File: src/lc3Settings.svh
`ifndef LC3_SETTINGS_SVH
`define LC3_SETTINGS_SVH

// Data path and address width
`define LC3_WORD_BITS 16

// General purpose registers R0..R7
`define LC3_NUM_REGS 8

// Start address, loaded into PC while halted
`define LC3_PC_RESET 16'h0200

// Address bits decoded by the memory model
`define LC3_MEM_ADDR_BITS 10

`endif

File: src/lc3IsaPkg.sv
`default_nettype none

`include "lc3Settings.svh"

package lc3IsaPkg;

    // One machine word, data or address
    typedef logic [`LC3_WORD_BITS-1:0] word_t;

    typedef logic [$clog2(`LC3_NUM_REGS)-1:0] regIdx_t;

    // Supported opcodes, anything else traps to INVALID
    typedef enum logic [3:0] {
        OP_BR  = 4'b0000,
        OP_ADD = 4'b0001,
        OP_LD  = 4'b0010,
        OP_ST  = 4'b0011,
        OP_AND = 4'b0101,
        OP_NOT = 4'b1001,
        OP_JMP = 4'b1100
    } opcode_t;

    // N, Z, P from msb to lsb
    typedef logic [2:0] cc_t;

endpackage

`default_nettype wire

File: src/lc3CtrlPkg.sv
`default_nettype none

package lc3CtrlPkg;

    typedef enum logic [3:0] {
        HALT, START,
        FETCH, FETCH_WAIT, LOAD_IR, DECODE,
        BR_TEST, BR_TAKE,
        ALU_OP,
        JMP_PC,
        ADDR_MAR, LD_WAIT, LD_REG,
        ST_MDR, ST_WAIT,
        INVALID
    } ctrlState_t;

    // Single driver of the internal bus
    typedef enum logic [2:0] {
        BUS_NONE, BUS_PC, BUS_MDR, BUS_ALU, BUS_ADDR
    } busSrc_t;

    typedef enum logic [1:0] {
        PC_INCREMENT, PC_ADDER, PC_RESET
    } pcSel_t;

    typedef enum logic {
        ADDR1_PC, ADDR1_SR1
    } addr1Sel_t;

    typedef enum logic {
        ADDR2_ZERO, ADDR2_OFF9
    } addr2Sel_t;

    typedef enum logic [1:0] {
        ALU_ADD, ALU_AND, ALU_NOT, ALU_PASS
    } aluOp_t;

    typedef struct packed {
        logic      ldMar;
        logic      ldMdr;
        logic      ldIr;
        logic      ldBen;
        logic      ldReg;
        logic      ldCc;
        logic      ldPc;
        busSrc_t   busSrc;
        pcSel_t    pcSel;
        addr1Sel_t addr1Sel;
        addr2Sel_t addr2Sel;
        logic      srSel;    // 0: IR[8:6], 1: store source IR[11:9]
        aluOp_t    aluOp;
        logic      memStart; // One cycle, kicks off an APB transfer
        logic      memWrite;
    } ctrlWord_t;

endpackage

`default_nettype wire

File: src/lc3Control.sv
`timescale 1ns/1ps
`default_nettype none

module lc3Control (
    input  logic                  Clk,
    input  logic                  rstN,
    input  logic                  run,
    input  lc3IsaPkg::opcode_t    opcode,
    input  logic                  ben,
    input  logic                  memDone,
    output lc3CtrlPkg::ctrlWord_t ctrl,
    output logic                  halted,
    output logic                  invalidOp
);
    import lc3IsaPkg::*;
    import lc3CtrlPkg::*;

    ctrlState_t state;
    ctrlState_t nextState;

    always_ff @(posedge Clk or negedge rstN) begin
        if (!rstN)
            state <= HALT;
        else
            state <= nextState;
    end

    always_comb begin
        nextState = state;
        unique case (state)
            HALT:       if (run) nextState = START;
            START:      if (!run) nextState = FETCH;   // Go on Run release
            FETCH:      nextState = FETCH_WAIT;
            FETCH_WAIT: if (memDone) nextState = LOAD_IR;
            LOAD_IR:    nextState = DECODE;
            DECODE: begin
                case (opcode)
                    OP_BR:                  nextState = BR_TEST;
                    OP_ADD, OP_AND, OP_NOT: nextState = ALU_OP;
                    OP_LD, OP_ST:           nextState = ADDR_MAR;
                    OP_JMP:                 nextState = JMP_PC;
                    default:                nextState = INVALID;
                endcase
            end
            BR_TEST:    nextState = ben ? BR_TAKE : FETCH;
            BR_TAKE:    nextState = FETCH;
            ALU_OP:     nextState = FETCH;
            JMP_PC:     nextState = FETCH;
            ADDR_MAR:   nextState = (opcode == OP_LD) ? LD_WAIT : ST_MDR;
            LD_WAIT:    if (memDone) nextState = LD_REG;
            LD_REG:     nextState = FETCH;
            ST_MDR:     nextState = ST_WAIT;
            ST_WAIT:    if (memDone) nextState = FETCH;
            INVALID:    nextState = INVALID;  // Only reset gets out
            default:    nextState = HALT;
        endcase
    end

    always_comb begin
        ctrl.ldMar    = 1'b0;
        ctrl.ldMdr    = 1'b0;
        ctrl.ldIr     = 1'b0;
        ctrl.ldBen    = 1'b0;
        ctrl.ldReg    = 1'b0;
        ctrl.ldCc     = 1'b0;
        ctrl.ldPc     = 1'b0;
        ctrl.busSrc   = BUS_NONE;
        ctrl.pcSel    = PC_INCREMENT;
        ctrl.addr1Sel = ADDR1_PC;
        ctrl.addr2Sel = ADDR2_ZERO;
        ctrl.srSel    = 1'b0;
        ctrl.aluOp    = ALU_PASS;
        ctrl.memStart = 1'b0;
        ctrl.memWrite = 1'b0;

        unique case (state)
            HALT: begin
                ctrl.pcSel = PC_RESET;
                ctrl.ldPc  = 1'b1;
                ctrl.ldCc  = 1'b1;   // Bus idles at zero, so CC becomes Z
            end
            // MAR <- PC, PC <- PC + 1, start the read
            FETCH: begin
                ctrl.busSrc   = BUS_PC;
                ctrl.ldMar    = 1'b1;
                ctrl.ldPc     = 1'b1;
                ctrl.memStart = 1'b1;
            end
            LOAD_IR: begin
                ctrl.busSrc = BUS_MDR;
                ctrl.ldIr   = 1'b1;
            end
            DECODE: ctrl.ldBen = 1'b1;
            BR_TAKE: begin
                ctrl.addr2Sel = ADDR2_OFF9;
                ctrl.pcSel    = PC_ADDER;
                ctrl.ldPc     = 1'b1;
            end
            ALU_OP: begin
                case (opcode)
                    OP_AND:  ctrl.aluOp = ALU_AND;
                    OP_NOT:  ctrl.aluOp = ALU_NOT;
                    default: ctrl.aluOp = ALU_ADD;
                endcase
                ctrl.busSrc = BUS_ALU;
                ctrl.ldReg  = 1'b1;
                ctrl.ldCc   = 1'b1;
            end
            // PC <- BaseR + 0
            JMP_PC: begin
                ctrl.addr1Sel = ADDR1_SR1;
                ctrl.pcSel    = PC_ADDER;
                ctrl.ldPc     = 1'b1;
            end
            ADDR_MAR: begin
                ctrl.addr2Sel = ADDR2_OFF9;
                ctrl.busSrc   = BUS_ADDR;
                ctrl.ldMar    = 1'b1;
                ctrl.memStart = (opcode == OP_LD); // Loads read right away
            end
            LD_REG: begin
                ctrl.busSrc = BUS_MDR;
                ctrl.ldReg  = 1'b1;
                ctrl.ldCc   = 1'b1;
            end
            // MDR <- SR, then write it out
            ST_MDR: begin
                ctrl.srSel    = 1'b1;
                ctrl.busSrc   = BUS_ALU;
                ctrl.ldMdr    = 1'b1;
                ctrl.memStart = 1'b1;
                ctrl.memWrite = 1'b1;
            end
            default: ;
        endcase
    end

    assign halted    = (state == HALT);
    assign invalidOp = (state == INVALID);

    // A new transfer must not be requested while one is in flight
    assert property (@(posedge Clk) disable iff (!rstN)
        state inside {FETCH_WAIT, LD_WAIT, ST_WAIT} |-> !ctrl.memStart);

    assert property (@(posedge Clk) disable iff (!rstN)
        state == INVALID |=> state == INVALID);

endmodule

`default_nettype wire

File: src/lc3PcUnit.sv
`timescale 1ns/1ps
`default_nettype none

`include "lc3Settings.svh"

module lc3PcUnit (
    input  logic                  Clk,
    input  logic                  rstN,
    input  lc3CtrlPkg::ctrlWord_t ctrl,
    input  lc3IsaPkg::word_t      bus,
    input  lc3IsaPkg::word_t      sr1,
    output lc3IsaPkg::word_t      ir,
    output lc3IsaPkg::word_t      pc,
    output lc3IsaPkg::word_t      addrSum,
    output logic                  ben
);
    import lc3IsaPkg::*;
    import lc3CtrlPkg::*;

    cc_t   cc;
    word_t addr1;
    word_t addr2;
    word_t pcNext;

    assign addr1   = (ctrl.addr1Sel == ADDR1_SR1) ? sr1 : pc;
    assign addr2   = (ctrl.addr2Sel == ADDR2_OFF9) ? word_t'(signed'(ir[8:0])) : '0;
    assign addrSum = addr1 + addr2;

    always_comb begin
        case (ctrl.pcSel)
            PC_ADDER: pcNext = addrSum;
            PC_RESET: pcNext = `LC3_PC_RESET;
            default:  pcNext = pc + 1'b1;
        endcase
    end

    always_ff @(posedge Clk or negedge rstN) begin
        if (!rstN) begin
            pc  <= `LC3_PC_RESET;
            cc  <= 3'b010;
            ben <= 1'b0;
        end else begin
            if (ctrl.ldPc)
                pc <= pcNext;
            if (ctrl.ldCc)
                cc <= {bus[$high(bus)], bus == '0, !bus[$high(bus)] && bus != '0};
            if (ctrl.ldBen)
                ben <= |(ir[11:9] & cc);  // n&N | z&Z | p&P
        end
    end

    always_ff @(posedge Clk) begin
        if (ctrl.ldIr)
            ir <= bus;
    end

endmodule

`default_nettype wire

File: src/lc3RegFile.sv
`timescale 1ns/1ps
`default_nettype none

`include "lc3Settings.svh"

module lc3RegFile (
    input  logic                  Clk,
    input  logic                  rstN,
    input  lc3CtrlPkg::ctrlWord_t ctrl,
    input  lc3IsaPkg::word_t      ir,
    input  lc3IsaPkg::word_t      bus,
    output lc3IsaPkg::word_t      sr1,
    output lc3IsaPkg::word_t      sr2
);
    import lc3IsaPkg::*;

    word_t   regs [`LC3_NUM_REGS];
    regIdx_t sr1Idx;
    regIdx_t sr2Idx;
    regIdx_t drIdx;

    // Store source shares the DR field
    assign sr1Idx = ctrl.srSel ? ir[11:9] : ir[8:6];
    assign sr2Idx = ir[2:0];
    assign drIdx  = ir[11:9];

    assign sr1 = regs[sr1Idx];
    assign sr2 = regs[sr2Idx];

    always_ff @(posedge Clk or negedge rstN) begin
        if (!rstN) begin
            for (int i = 0; i < `LC3_NUM_REGS; i++)
                regs[i] <= '0;
        end else if (ctrl.ldReg) begin
            regs[drIdx] <= bus;
        end
    end

endmodule

`default_nettype wire

File: src/lc3ExecUnit.sv
`timescale 1ns/1ps
`default_nettype none

module lc3ExecUnit (
    input  lc3CtrlPkg::ctrlWord_t ctrl,
    input  lc3IsaPkg::word_t      ir,
    input  lc3IsaPkg::word_t      sr1,
    input  lc3IsaPkg::word_t      sr2,
    input  lc3IsaPkg::word_t      pc,
    input  lc3IsaPkg::word_t      addrSum,
    input  lc3IsaPkg::word_t      mdr,
    output lc3IsaPkg::word_t      bus
);
    import lc3IsaPkg::*;
    import lc3CtrlPkg::*;

    word_t op2;
    word_t aluOut;

    assign op2 = ir[5] ? word_t'(signed'(ir[4:0])) : sr2;  // imm5 mode

    always_comb begin
        unique case (ctrl.aluOp)
            ALU_ADD: aluOut = sr1 + op2;
            ALU_AND: aluOut = sr1 & op2;
            ALU_NOT: aluOut = ~sr1;
            default: aluOut = sr1;   // Pass SR1 for stores
        endcase
    end

    always_comb begin
        case (ctrl.busSrc)
            BUS_PC:   bus = pc;
            BUS_MDR:  bus = mdr;
            BUS_ALU:  bus = aluOut;
            BUS_ADDR: bus = addrSum;
            default:  bus = '0;
        endcase
    end

endmodule

`default_nettype wire

File: src/lc3MemPort.sv
`timescale 1ns/1ps
`default_nettype none

module lc3MemPort (
    input  logic                  Clk,
    input  logic                  rstN,
    input  lc3CtrlPkg::ctrlWord_t ctrl,
    input  lc3IsaPkg::word_t      bus,
    output lc3IsaPkg::word_t      mdr,
    output logic                  memDone,
    output lc3IsaPkg::word_t      paddr,
    output logic                  psel,
    output logic                  penable,
    output logic                  pwrite,
    output lc3IsaPkg::word_t      pwdata,
    input  lc3IsaPkg::word_t      prdata,
    input  logic                  pready
);
    import lc3IsaPkg::*;

    typedef enum logic [1:0] {IDLE, SETUP, ACCESS} apbPhase_t;

    apbPhase_t phase;
    word_t     mar;

    always_ff @(posedge Clk or negedge rstN) begin
        if (!rstN) begin
            phase  <= IDLE;
            pwrite <= 1'b0;
        end else begin
            unique case (phase)
                IDLE: if (ctrl.memStart) begin
                    phase  <= SETUP;
                    pwrite <= ctrl.memWrite;  // Held for the whole transfer
                end
                SETUP:  phase <= ACCESS;
                ACCESS: if (pready) phase <= IDLE;
                default: phase <= IDLE;
            endcase
        end
    end

    always_ff @(posedge Clk) begin
        if (ctrl.ldMar)
            mar <= bus;
        if (ctrl.ldMdr)
            mdr <= bus;
        else if (memDone && !pwrite)
            mdr <= prdata;   // Read data lands with memDone
    end

    assign memDone = (phase == ACCESS) && pready;
    assign psel    = (phase != IDLE);
    assign penable = (phase == ACCESS);
    assign paddr   = mar;
    assign pwdata  = mdr;

    // Address, direction and write data frozen while the slave stalls
    assert property (@(posedge Clk) disable iff (!rstN)
        penable && !pready |=> $stable(paddr) && $stable(pwrite) && $stable(pwdata));

    assert property (@(posedge Clk) disable iff (!rstN) penable |-> psel);

endmodule

`default_nettype wire

File: src/lc3Core.sv
`timescale 1ns/1ps
`default_nettype none

module lc3Core (
    input  logic             Clk,
    input  logic             rstN,
    input  logic             run,
    output logic             halted,
    output logic             invalidOp,
    output lc3IsaPkg::word_t paddr,
    output logic             psel,
    output logic             penable,
    output logic             pwrite,
    output lc3IsaPkg::word_t pwdata,
    input  lc3IsaPkg::word_t prdata,
    input  logic             pready
);
    import lc3IsaPkg::*;
    import lc3CtrlPkg::*;

    ctrlWord_t ctrl;
    word_t     ir;
    word_t     pc;
    word_t     addrSum;
    word_t     sr1;
    word_t     sr2;
    word_t     bus;
    word_t     mdr;
    logic      ben;
    logic      memDone;

    lc3Control uControl (
        .Clk(Clk), .rstN(rstN), .run(run),
        .opcode(opcode_t'(ir[15:12])),   // Opcode field of IR
        .ben(ben), .memDone(memDone),
        .ctrl(ctrl), .halted(halted), .invalidOp(invalidOp)
    );

    lc3PcUnit uPcUnit (
        .Clk(Clk), .rstN(rstN), .ctrl(ctrl), .bus(bus), .sr1(sr1),
        .ir(ir), .pc(pc), .addrSum(addrSum), .ben(ben)
    );

    lc3RegFile uRegFile (
        .Clk(Clk), .rstN(rstN), .ctrl(ctrl), .ir(ir), .bus(bus),
        .sr1(sr1), .sr2(sr2)
    );

    lc3ExecUnit uExecUnit (
        .ctrl(ctrl), .ir(ir), .sr1(sr1), .sr2(sr2), .pc(pc),
        .addrSum(addrSum), .mdr(mdr), .bus(bus)
    );

    lc3MemPort uMemPort (
        .Clk(Clk), .rstN(rstN), .ctrl(ctrl), .bus(bus),
        .mdr(mdr), .memDone(memDone),
        .paddr(paddr), .psel(psel), .penable(penable), .pwrite(pwrite),
        .pwdata(pwdata), .prdata(prdata), .pready(pready)
    );

endmodule

`default_nettype wire

File: config.mk
export PLATFORM = sky130hd
export DESIGN_NAME = lc3Core
export DESIGN_NICKNAME = d
export VERILOG_FILES = /design/src/lc3IsaPkg.sv /design/src/lc3CtrlPkg.sv /design/src/lc3Control.sv /design/src/lc3PcUnit.sv /design/src/lc3RegFile.sv /design/src/lc3ExecUnit.sv /design/src/lc3MemPort.sv /design/src/lc3Core.sv
export VERILOG_INCLUDE_DIRS = /design/src
export SDC_FILE = /design/constraint.sdc
export NUM_CORES = 1
export LEC_CHECK = 0
export ABC_AREA = 1
export BUFFER_PORTS_ARGS = -buffer_cell sky130_fd_sc_hd__clkbuf_2
export CORE_MARGIN = 4
export CORE_UTILIZATION = 50
export CTS_BUF_LIST = sky130_fd_sc_hd__clkbuf_4
export CTS_CLUSTER_DIAMETER = 50
export CTS_CLUSTER_SIZE = 40
export DETAILED_ROUTE_END_ITERATION = 10
export HOLD_SLACK_MARGIN = 0.05
export PLACE_DENSITY = 0.67
export RECOVER_POWER = 50
export SLEW_MARGIN = 20
export SYNTH_ARGS = -nofsm -noshare
export SYNTH_HDL_FRONTEND = slang
export SYNTH_SLANG_ARGS = --single-unit
File: constraint.sdc
create_clock -name Clk -period 10.2 [get_ports Clk]
set_clock_uncertainty 0.15 [all_clocks]
set_input_delay 1.02 -clock Clk [delete_from_list [all_inputs] [get_ports Clk]]
set_output_delay 1.02 -clock Clk [all_outputs]
set_load 0.01 [all_outputs]
==> results, run 1 <==
- The count of unique library cells instantiated by Yosys is 60.
- The Yosys step of the flow raised 0 warnings.
- The worst path in the final design needs a cycle of 7030 ps, including I/O delays and setup.
- Synthesis inferred 203 register bits.
- The path class of the tightest hold or removal check is flop to flop.
- The filler cell count in the final layout is approximately 2600.
- The global-route usage over all layers is 0.309.
- The largest buffer count on any clock path is 3.
- The die area is 29200 um2.
- The number of buffers created by CTS is 27.
- For this design, the sink count on the clock tree is a little over 200.
- The clock-pin slew reported for the worst setup and hold paths after clock tree synthesis is 130 ps.
- The startpoint type of the worst setup path is a flop.
- Across the VDD grid, the largest voltage drop is 0.000167 V.
- At the end of routability-driven placement, the weighted congestion stood at 0.940.
- The die is ~170 um wide.
- The hold violation count in the final report is 0.
- The first detailed-routing pass took 6 iterations.
- For this block, wires on met1 add up to a little under 20 mm.
- Setup violations remaining at the end of the flow were counted as 0.
- In the detailed route, the total length drawn on met2 is approximately 21 mm.
- The count of buffers added by post-CTS timing repair for setup is 0.
- Ranked by total cell area, the synthesized netlist is headed by sky130_fd_sc_hd__dfrtp_1 (29%), sky130_fd_sc_hd__edfxtp_1 (11%), sky130_fd_sc_hd__nand2_1 (10%), sky130_fd_sc_hd__o21ai_0 (6.7%), sky130_fd_sc_hd__nor2_1 (6.6%).
- At the later pin of the worst-skew pair, clock insertion delay measures 790 ps.
- The highest layer touched by signal routing is met5.
- The number of nets in the finished design is 1906.
- The first routing iteration left 1277 violations.
- The cell area after synthesis is 13300 um2.
- Pin placement for this block handled 57 I/O pins.
- The buffer type at the clock tree root is sky130_fd_sc_hd__clkbuf_4.
- Dividing the final minimum period by the clock period gives 0.689.
- The power density normalized to cell area is 235 nW/um2.
- The leading area contributor after synthesis is sky130_fd_sc_hd__dfrtp_1.
- The total of hold buffers inserted after clock tree synthesis is 0.
- The final max-slew violation count came to roughly 100.
- Synthesis produced a netlist with a net count of ~1900.
- The post-detailed-placement half-perimeter wirelength is 31.5 mm.
- The via count of the first global-routing pass came to 12268.
- For the pin with the worst max-slew slack, the measured transition is 5590 ps.
- The number of resized instances in the post-cts repair step is 0.
- The area growth from synthesis to layout is 7.22%.
- In this run the number of H-tree levels came out at 1.
- For this run, the register share of the synthesized area comes to 0.401.
- The number of antenna-violating nets in the routed design is 0.
- The kind of end point of the critical path is a flop.
- The routed layout has 12947 vias.
- The remaining global-route overflow is 0.
- The total negative slack is 0 ps.
- Summed over all nets, wire length on met3 after detailed routing comes to 3.52 mm.
- The starting density of the core is 0.509.
- Across the run, the number of max-cap violations was 1.
- In this design, the stage delay of the slowest critical-path cell is ~1000 ps.
- The initial antenna violation count is 2.
- The standby leakage power is about 0.0064 uW.
- The overall power consumption is 3350 uW.
- The proportion of register bits with asynchronous set or reset after synthesis is 0.764.
- The most repeated library cell on the critical path is sky130_fd_sc_hd__nand2_1.
- Hold is met by roughly 350 ps.
- The prevailing post-synth register cell is sky130_fd_sc_hd__dfrtp_1.
- At the worst endpoint, the arrival time is 7560 ps.
- After detailed placement, the design holds a cell count of 2157.
- The flow ran to the end, but the final reports show violations.
- Leaving out filler cells and counting taps, the final layout contains 2208.
- Data on the critical path is required at its endpoint by 10740 ps.
- After detailed routing, the average wire length per cell comes to 20.4 um.
- The wire length of the first global-routing pass is 70.0 mm.
- Setup repair after global routing left no endpoint under its margin.
- Yosys mapped a number of flops with a built-in enable equal to 48.
- The average cell area after synthesis is between 7 and 8 um2.
- The count of input and output buffers is 56.
- The maximum clock frequency is 0.142 GHz.
- The fraction of final layout cells with drive strength greater than 1 is 0.0892.
- The CTS tree is done.
- The setup path with the least slack is of type flop to flop.
- The total length of routed wires is 45.1 mm.
- The final reports fail on capacitance limit, slew limit.
- The area inside the core boundary is ~26000 um2.
- Of the post-synthesis cell area, the dominant cell type holds 0.289.
- The vertical extent of the die is about 170 um.
- The post-synthesis instance total is 1835.
- Using the TritonRoute via totals, the vias-per-cell ratio works out to 5.86.
- The relative slew slack is -2.72.
- The maximum fanout count along the critical path is 37.
- The cell type of the slowest stage on the worst timing path is sky130_fd_sc_hd__o21ai_4.
- For this run, design rule violations remaining after detail routing come to 0.
- The number of rows in the core area is 59.
- Entering global routing, the biggest net connects 103 pins.
[logic make-up after synthesis]
logic type,share of synthesized area
AND/OR/NAND/NOR,0.242
AO/OA/AOI/OAI,0.218
buffers and inverters,0.0938
flip-flops,0.401
adder cells (fa/ha/maj),0.0341
XOR/XNOR,0.00990
[final timing paths]
kind / endpoint / startpoint / slack [ps] / cells past startpoint
min in group asynchronous: uRegFile.regs[114] / rstN / 2160 / 1
setup reg to reg: uPcUnit.cc[1] / uControl.state[0] / 3170 / 28
hold / removal: uPcUnit.cc[1] / uPcUnit.cc[1] / 350 / 2
max in group asynchronous: uPcUnit.pc[8] / rstN / 4630 / 1
hold reg to reg: uPcUnit.cc[1] / uPcUnit.cc[1] / 350 / 2
setup / recovery: uPcUnit.cc[1] / uControl.state[0] / 3170 / 28
[layout make-up]
type | instances | area, um2 | share of cell area
multi-input cells | 1315 | 6730 | 0.473
flip-flops and latches | 203 | 5320 | 0.374
inverters | 221 | 833 | 0.0586
repair buffers | 83 | 453 | 0.0318
well taps | 335 | 419 | 0.0295
clock inverters | 23 | 259 | 0.0182
clock buffers | 27 | 203 | 0.0143
diodes | 1 | 2.50 | 0.000176
[power breakdown]
group | switching, uW | internal [uW]
Clock | 384 | 197
Sequential | 153 | 1060
Combinational | 1070 | 483
Total | 1610 | 1740
[state kept, by name, summed over array words and instances, names as in the netlist]
name and flops:
uPcUnit.ben 1, uPcUnit.ir 16, uMemPort.phase 2, uMemPort.mdr 16, uMemPort.paddr 16, uPcUnit.pc 16, uPcUnit.cc 3, uControl.state 4
uRegFile.regs 128, uMemPort.pwrite 1
[Yosys cell counts, drive strengths merged, types with 3 or more instances]
master  count
a211oi      4
a21oi     170
a221oi     14
a22oi       8
a31oi      28
buf        32
clkbuf     64
dfrtp     153
edfxtp     48
ha         33
inv       219
nand2     379
nand3     112
nand3b      4
nand4       7
nor2      236
nor3       16
nor4        3
o211ai     58
o21a        3
o21ai     183
o221ai      6
o22ai      15
or2         4
xnor2       4
xor2       11
[cells in the final DEF, fill, tap and decap left out, types with 5 or more instances in the layout]
master                       n
sky130_fd_sc_hd__a21oi_1   165
sky130_fd_sc_hd__a221oi_1   14
sky130_fd_sc_hd__a22oi_1     8
sky130_fd_sc_hd__a31oi_1    28
sky130_fd_sc_hd__buf_4      24
sky130_fd_sc_hd__clkbuf_1   18
sky130_fd_sc_hd__clkbuf_2   41
sky130_fd_sc_hd__clkbuf_4   27
sky130_fd_sc_hd__dfrtp_1   153
sky130_fd_sc_hd__edfxtp_1   48
sky130_fd_sc_hd__ha_1       33
sky130_fd_sc_hd__inv_1     214
sky130_fd_sc_hd__inv_6       5
sky130_fd_sc_hd__nand2_1   364
sky130_fd_sc_hd__nand2_2    12
sky130_fd_sc_hd__nand3_1   108
sky130_fd_sc_hd__nand4_1     7
sky130_fd_sc_hd__nor2_1    223
sky130_fd_sc_hd__nor2_2      6
sky130_fd_sc_hd__nor2_4      6
sky130_fd_sc_hd__nor3_1     15
sky130_fd_sc_hd__o211ai_1   58
sky130_fd_sc_hd__o21ai_0   177
sky130_fd_sc_hd__o221ai_1    6
sky130_fd_sc_hd__o22ai_1    15
sky130_fd_sc_hd__xor2_1     11
[metal layers]
metal  vias up  track usage
li1       6216            -
met1      6083        0.422
met2       545        0.508
met3       101       0.0474
met4         2       0.0982
met5         -            0
[worst max-delay path: cells and delay by family, from the launching register on]
| kind | cells | cell delay, ps |
|---|---|---|
| compound gates | 7 | 2560 |
| fa+ha+maj | 1 | 340 |
| buf+inv | 3 | 660 |
| flops | 1 | 550 |
| simple gates | 17 | 2700 |
[stage by stage]
step / setup WS [ps] / utilization / area, um2
2_1_floorplan: 5810 / - / 13300
3_3_place_gp: 4210 / 0.530 / 13800
3_5_place_dp: 4180 / 0.531 / 13800
4_1_cts: 4150 / 0.548 / 14300
5_1_grt: 2380 / 0.546 / 14200
6_report: 3170 / 0.546 / 14200
Power figures use the tool's default switching activity.
==> run 2: changes to the inputs <==
Settings changed: PLACE_DENSITY 0.67 to 0.69.
Clock period 10.2 ns to 5.8 ns, I/O delays scaled along.
==> results, run 2 (synthesis results as in run 1) <==
- The initial utilization of the core area, before any placement, comes to 0.509.
- Summed over all nets, the half-perimeter wirelength after detailed placement is 30.6 mm.
- The number of design rule violations left after detail routing is 0.
- The clock latency on the worst-skew pair is 750 ps.
- The register with the most flip-flops in the layout has 128 of them.
- The worst setup path is captured at a flop.
- The wire length of the first global-routing pass is 67.9 mm.
- The final max-slew violation count is 160.
- The via count of the first global-routing pass is 12287.
- STA puts the critical path data required time at 6250 ps.
- The startpoint type of the worst setup path is a flop.
- The number of buffers created by CTS is 26.
- The reported net switching power is 2710 uW.
- The count of input and output buffers is 56.
- The floorplan has around 60 rows.
- The combinational share of power is 0.452.
- The area of all placed cells without fillers is 14600 um2.
- The final RePlAce weighted congestion is 0.930.
- The flow ran to the end, but the final reports show violations.
- The most repeated library cell on the critical path is sky130_fd_sc_hd__nand2_1.
- Measured along the y axis, the die boundary spans 171 um.
- The largest net degree at the start of global routing is 103.
- The path type of the worst setup path is flop to flop.
- Once placement finished, the instance area stood at 14000 um2.
- The buffer type at the clock tree root is sky130_fd_sc_hd__clkbuf_4.
- The net count of the finished layout is 1936.
- The relative slew slack is -0.773.
- The detailed-router iteration count before antenna repair is 6.
- The clock drives 203 sinks.
- IR analysis of the VDD net gives a maximum drop of 0.000245 V.
- The via count normalized by instance count is 5.84.
- The total length of routed wires is ~43 mm.
- After the first detailed-routing iteration, the DRC count stood at 1557.
- In the final routed layout, each cell accounts on average for 19.2 um.
- The number of max-cap violations is 3.
- The register name with the most flops is uRegFile.regs.
- The total negative slack is 0 ps.
- The most common library cell in the layout ignoring fill and taps is sky130_fd_sc_hd__nand2_1.
- In the layout the commonest cells are sky130_fd_sc_hd__nand2_1 (363), sky130_fd_sc_hd__nor2_1 (224), sky130_fd_sc_hd__inv_1 (214).
- The total of endpoints with negative setup slack in the final report is 0.
- In the final layout, the share of cells above drive strength 1 is 0.0852.
- Data on the critical path arrives at its endpoint at 5670 ps.
- Setup repair after global routing left no endpoint under its margin.
- The fraction of power consumed by sequential logic is 0.356.
- The global-route usage over all layers is 0.294.
- The power share of the clock group is 0.191.
- In this run the worst path has a maximum fanout of 16.
- From synthesis to final layout, the design area changed by 9.72%.
- Detailed routing inserted a total of 13062 vias.
- Counting along the longest clock path gives a buffer depth of 3.
- The checks that failed: capacitance limit, slew limit.
- Based on the critical path, the design can be clocked at up to 0.191 GHz.
- Of the total power, the share spent switching nets is 0.452.
- The cell-internal power is 3290 uW.
- The pin slew with the least headroom to its limit is 2660 ps.
- After clock tree synthesis, the clock-pin slew on the worst setup and hold paths is 130 ps.
- The CTS tree is done.
- The path type of the worst min-delay path is input pin to flop.
- In this run, placement finished with an instance count of ~2200.
- The standby leakage power is 0.00655 uW.
- The die covers 29200 um2.
- The maximum level of the CTS H-tree is 1.
- The time the worst path needs with I/O delays and setup is 5230 ps.
- Power spread over the standard cell area amounts to approximately 410 nW/um2.
- The number of antenna-violating nets in the routed design is 0.
- In this run the count of I/O pins placed on the die edge is 57.
- The finished layout holds 2238 standard cells, fillers aside.
- The area inside the core boundary is 26100 um2.
- The delay of the slowest critical-path stage is 550 ps.
- The initial antenna violation count came to 1.
- The remaining global-route overflow is 0.
- In this run the horizontal extent of the chip is roughly 170 um.
- The cell type of the slowest stage on the worst timing path is sky130_fd_sc_hd__dfrtp_1.
- The final critical-path share of the clock period is 0.901.
- The hold violation count in the final report was 0.
## run 2: cell types whose count changed in the layout (fill, tap and decap cells not counted), moves of 3 or more
cell / change
sky130_fd_sc_hd__clkbuf_2: -18
sky130_fd_sc_hd__dlygate4sd3_1: +12
sky130_fd_sc_hd__nor2_2: -3
sky130_fd_sc_hd__clkbuf_4: +3
sky130_fd_sc_hd__bufinv_16: +5
sky130_fd_sc_hd__clkinv_4: -3
sky130_fd_sc_hd__buf_4: +15
sky130_fd_sc_hd__clkbuf_1: +21
## run 2: worst paths after layout
check | cells after the start | slack, ps | endpoint | from
worst max-delay path | 31 | 570 | uPcUnit.cc[0] | uControl.state[0]
worst min-delay path | 3 | 90 | uMemPort.mdr[2] | prdata[2]
worst max register to register | 31 | 570 | uPcUnit.cc[0] | uControl.state[0]
worst min register to register | 2 | 360 | uPcUnit.cc[1] | uPcUnit.cc[1]
max in group asynchronous | 3 | 1350 | uPcUnit.pc[10] | rstN
min in group asynchronous | 2 | 1070 | uRegFile.regs[34] | rstN
## run 2: layer usage
| metal | GRT usage | share of wire | up-vias |
|---|---|---|---|
| met5 | 0 | 0 | - |
| met4 | 0.106 | 0.042 | 0 |
| met3 | 0.0349 | 0.077 | 105 |
| met2 | 0.470 | 0.45 | 605 |
| met1 | 0.416 | 0.43 | 6092 |
| li1 | - | - | 6260 |
## run 2: power by group through the flow
stage | clock network (uW) | registers (uW) | logic (uW)
floorplan | 0 | 2100 | 1890
detailed placement | 0 | 2160 | 2680
CTS | 1170 | 2130 | 2700
global placement | 0 | 2150 | 2640
finish | 1150 | 2140 | 2720
global route | 1230 | 2180 | 3030
## run 2: repair_timing
item | in CTS | in global routing
hold endpoints to repair | 58 | 0
endpoints found under the setup margin | 0 | 5
hold buffers | 12 | 0
buffers inserted | 0 | 0
resized for setup | 0 | 4
## run 2: cell type report
type,instances,area [um2]
Clock inverter,18,295
Timing Repair Buffer,114,686
Multi-Input combinational cell,1315,6770
Clock buffer,30,225
Fill cell,2493,11500
Inverter,221,833
Antenna cell,2,5.00
Tap cell,335,419
Sequential cell,203,5320
## run 2: worst max-delay path: cells and delay by family (launching register included)
family	cells	cell delay [ps]
adder cells (fa/ha/maj)	2	650
AND/OR/NAND/NOR	18	1850
AO/OA/AOI/OAI	8	1510
flip-flops	1	550
buffers and inverters	3	400
## run 2: stage by stage
step	power, uW	hold WS, ps	worst slack, ps	utilization
CTS	6000	56.3	464	0.560
finish	6010	92.1	572	0.559
floorplan	3990	134	1410	-
global route	6440	71.6	55.5	0.559
detailed placement	4840	343	533	0.536
global placement	4790	343	692	0.536
==> run 3: changes to the inputs <==
Settings changed: BUFFER_PORTS_ARGS -buffer_cell sky130_fd_sc_hd__clkbuf_2 to not set, DONT_BUFFER_PORTS set to 1, PLACE_DENSITY 0.69 to 0.68.
==> results, run 3 (synthesis results as in run 1) <==
- The proportion of total power due to net switching is 0.477.
- The clock reaches the later pin of the worst-skew pair after 760 ps.
- uRegFile.regs holds more flip-flops than any other register.
- The delay of the slowest critical-path stage is between 400 and 500 ps.
- After routing the design area is ~14000 um2.
- Dividing the final minimum period by the clock period gives 0.891.
- The clock-pin slew reported for the worst setup and hold paths after clock tree synthesis is 160 ps.
- The combinational share of power is 0.449.
- The run finished, with violations left.
- The number of flip-flops under the largest register name is 128.
- At the end of routability-driven placement, the weighted congestion stood at 0.963.
- The data arrival time of the critical path is 5680 ps.
- The power share of the clock group is 0.182.
- From synthesis to final layout, the design area changed by 8.28%.
- The path type of the worst setup path is flop to flop.
- The power density normalized to cell area is 411 nW/um2.
- The number of design rule violations left after detail routing is 0.
- In this run, the number of DRC markers left after iteration 0 of detailed routing was 1699.
- Setup violations remaining at the end of the flow were counted as 0.
- The hold violation count in the final report came to 0.
- The buffer type at the clock tree root is sky130_fd_sc_hd__clkbuf_4.
- The global-route usage over all layers is 0.298.
- The number of rows in the core area is 59.
- The maximum resistive drop on vdd is 0.000271 V.
- On the critical path, the stage with the largest delay is an instance of sky130_fd_sc_hd__dfrtp_1.
- The final cell count without fillers is around 2200.
- The startpoint type of the worst setup path is a flop.
- The post-detailed-placement half-perimeter wirelength is 30.5 mm.
- Counting the fill cells in the layout gives 2567.
- TritonCTS built the clock tree.
- The final layout contains 1887 nets.
- Clock tree synthesis found a total of 203 sinks.
- Setup repair after global routing left no endpoint under its margin.
- After detailed routing, the number of vias per cell comes to about 5.9.
- Of all nets on the critical path, the largest fanout is 15.
- The number of antenna-violating nets in the routed design is 0.
- The routed design has 43.7 mm of wire.
- The cell-internal power is 3090 uW.
- The checks that failed: capacitance limit, slew limit.
- The reported net switching power is 2810 uW.
- The maximum level of the CTS H-tree is 1.
- The largest buffer count on any clock path is 3.
- The initial antenna violation count is 1.
- Among the stages of the critical path, the cell type that occurs most often is sky130_fd_sc_hd__nand2_1.
- The routed layout has 12963 vias.
- The die is 171 um tall.
- The first global-routing pass estimated 68.2 mm of wire.
- The final max-slew violation count was around 160.
- The total negative slack is 0 ps.
- The via count of the first global-routing pass is 12083.
- The area of the multi-input gates is 6760 um2.
- The fraction of final layout cells with drive strength greater than 1 is 0.0804.
- The number of buffers created by CTS is 28.
- From left edge to right edge, the die measures 171 um.
- Dividing the detail-routed wire length by the instance count gives 20.0 um.
- The remaining global-route overflow is 0.
- The sequential cells in the finished layout cover a total of ~5300 um2.
- The die covers 29200 um2.
- The count of input and output buffers is 0.
- The kind of end point of the critical path is a flop.
- The maximum clock frequency is just under 0.2 GHz.
- 57 I/O pins were placed.
- The endpoint required time on the critical path is 6310 ps.
- The most common library cell in the layout ignoring fill and taps is sky130_fd_sc_hd__nand2_1.
- The first detailed-routing pass ran for 6 iterations.
- The starting density of the core is 0.509.
- The area inside the core boundary is between 20000 and 30000 um2.
- The number of max-cap violations is 2.
- The cell total after placement is 2115.
- The clock period could shrink to 5170 ps.
- The largest net degree at the start of global routing is 156.
- At the pin with the least slew margin, the transition time is approximately 4000 ps.
- The fraction of power consumed by sequential logic is 0.369.
- Summing all placed instances gives a cell area of 13600 um2.
- The path type of the worst min-delay path is flop to flop.
- In the layout the commonest cells are sky130_fd_sc_hd__nand2_1 (363), sky130_fd_sc_hd__nor2_1 (223), sky130_fd_sc_hd__inv_1 (214).
- Measured against its own limit, the worst slew margin works out to -1.68.
- The standby leakage power is 0.00645 uW.
## run 3: cell types whose count changed in the layout (fill, tap and decap cells not counted), sizes merged
cell         previous run  this run
buf                    40        41
dlygate4sd3            12        19
clkinvlp                2         1
bufinv                  6         1
inv                   224       228
clkinv                  7        15
diode                   2         1
clkbuf                 92        31
## run 3: per-layer routing
layer  routed length [um]  global-route usage  up-vias
met5                    0                   0        -
met4                 2000               0.122        0
met3                 4170              0.0536      130
met2                19000               0.459      651
met1                18600               0.418     6009
li1                     -                   -     6173
## run 3: cell type report
class / count / area share
Clock inverter: 24 / 0.0212
Timing Repair Buffer: 63 / 0.0355
Clock buffer: 28 / 0.0146
Inverter: 221 / 0.0580
Tap cell: 335 / 0.0292
Antenna cell: 1 / 0.000174
Multi-Input combinational cell: 1315 / 0.471
Sequential cell: 203 / 0.371
## run 3: worst paths after layout
check	start	cells past startpoint	slack [ps]	end
max	uControl.state[3]	31	630	uPcUnit.cc[0]
min reg2reg	uPcUnit.cc[1]	2	360	uPcUnit.cc[1]
max in group asynchronous	rstN	2	1470	uControl.state[0]
max reg2reg	uControl.state[3]	31	630	uPcUnit.cc[0]
min	uPcUnit.cc[1]	2	360	uPcUnit.cc[1]
min in group asynchronous	rstN	2	1540	uMemPort.pwrite
## run 3: what timing repair did
| action | CTS | global route |
|---|---|---|
| setup endpoints to repair | 0 | 6 |
| endpoints found under the hold margin | 175 | 0 |
| setup buffers | 0 | 2 |
| hold buffers | 20 | 0 |
| gates resized for setup | 0 | 3 |
## run 3: power by group through the flow
stage / combinational, uW / sequential, uW / clock, uW
after detailed placement: 2560 / 2200 / 0
after global routing: 2950 / 2220 / 1160
final: 2650 / 2180 / 1080
after CTS: 2600 / 2170 / 1100
after global placement: 2530 / 2190 / 0
after floorplan: 1890 / 2100 / 0
## run 3: worst max-delay path, delay by kind of cell (launching register included)
| kind | cells | cell delay [ps] |
|---|---|---|
| adders and majority gates | 2 | 650 |
| and+or+nand+nor | 18 | 1820 |
| buffers and inverters | 3 | 500 |
| DFF | 1 | 460 |
| AOI/OAI and AO/OA | 8 | 1480 |
## run 3: through the flow
step / power, uW / hold WS (ps) / setup slack, ps / utilization
global placement: 4720 / 139 / 612 / 0.523
global route: 6320 / 366 / 19.7 / 0.551
detailed placement: 4760 / 140 / 517 / 0.523
finish: 5900 / 357 / 630 / 0.551
floorplan: 3990 / 134 / 1410 / -
CTS: 5870 / 338 / 493 / 0.551
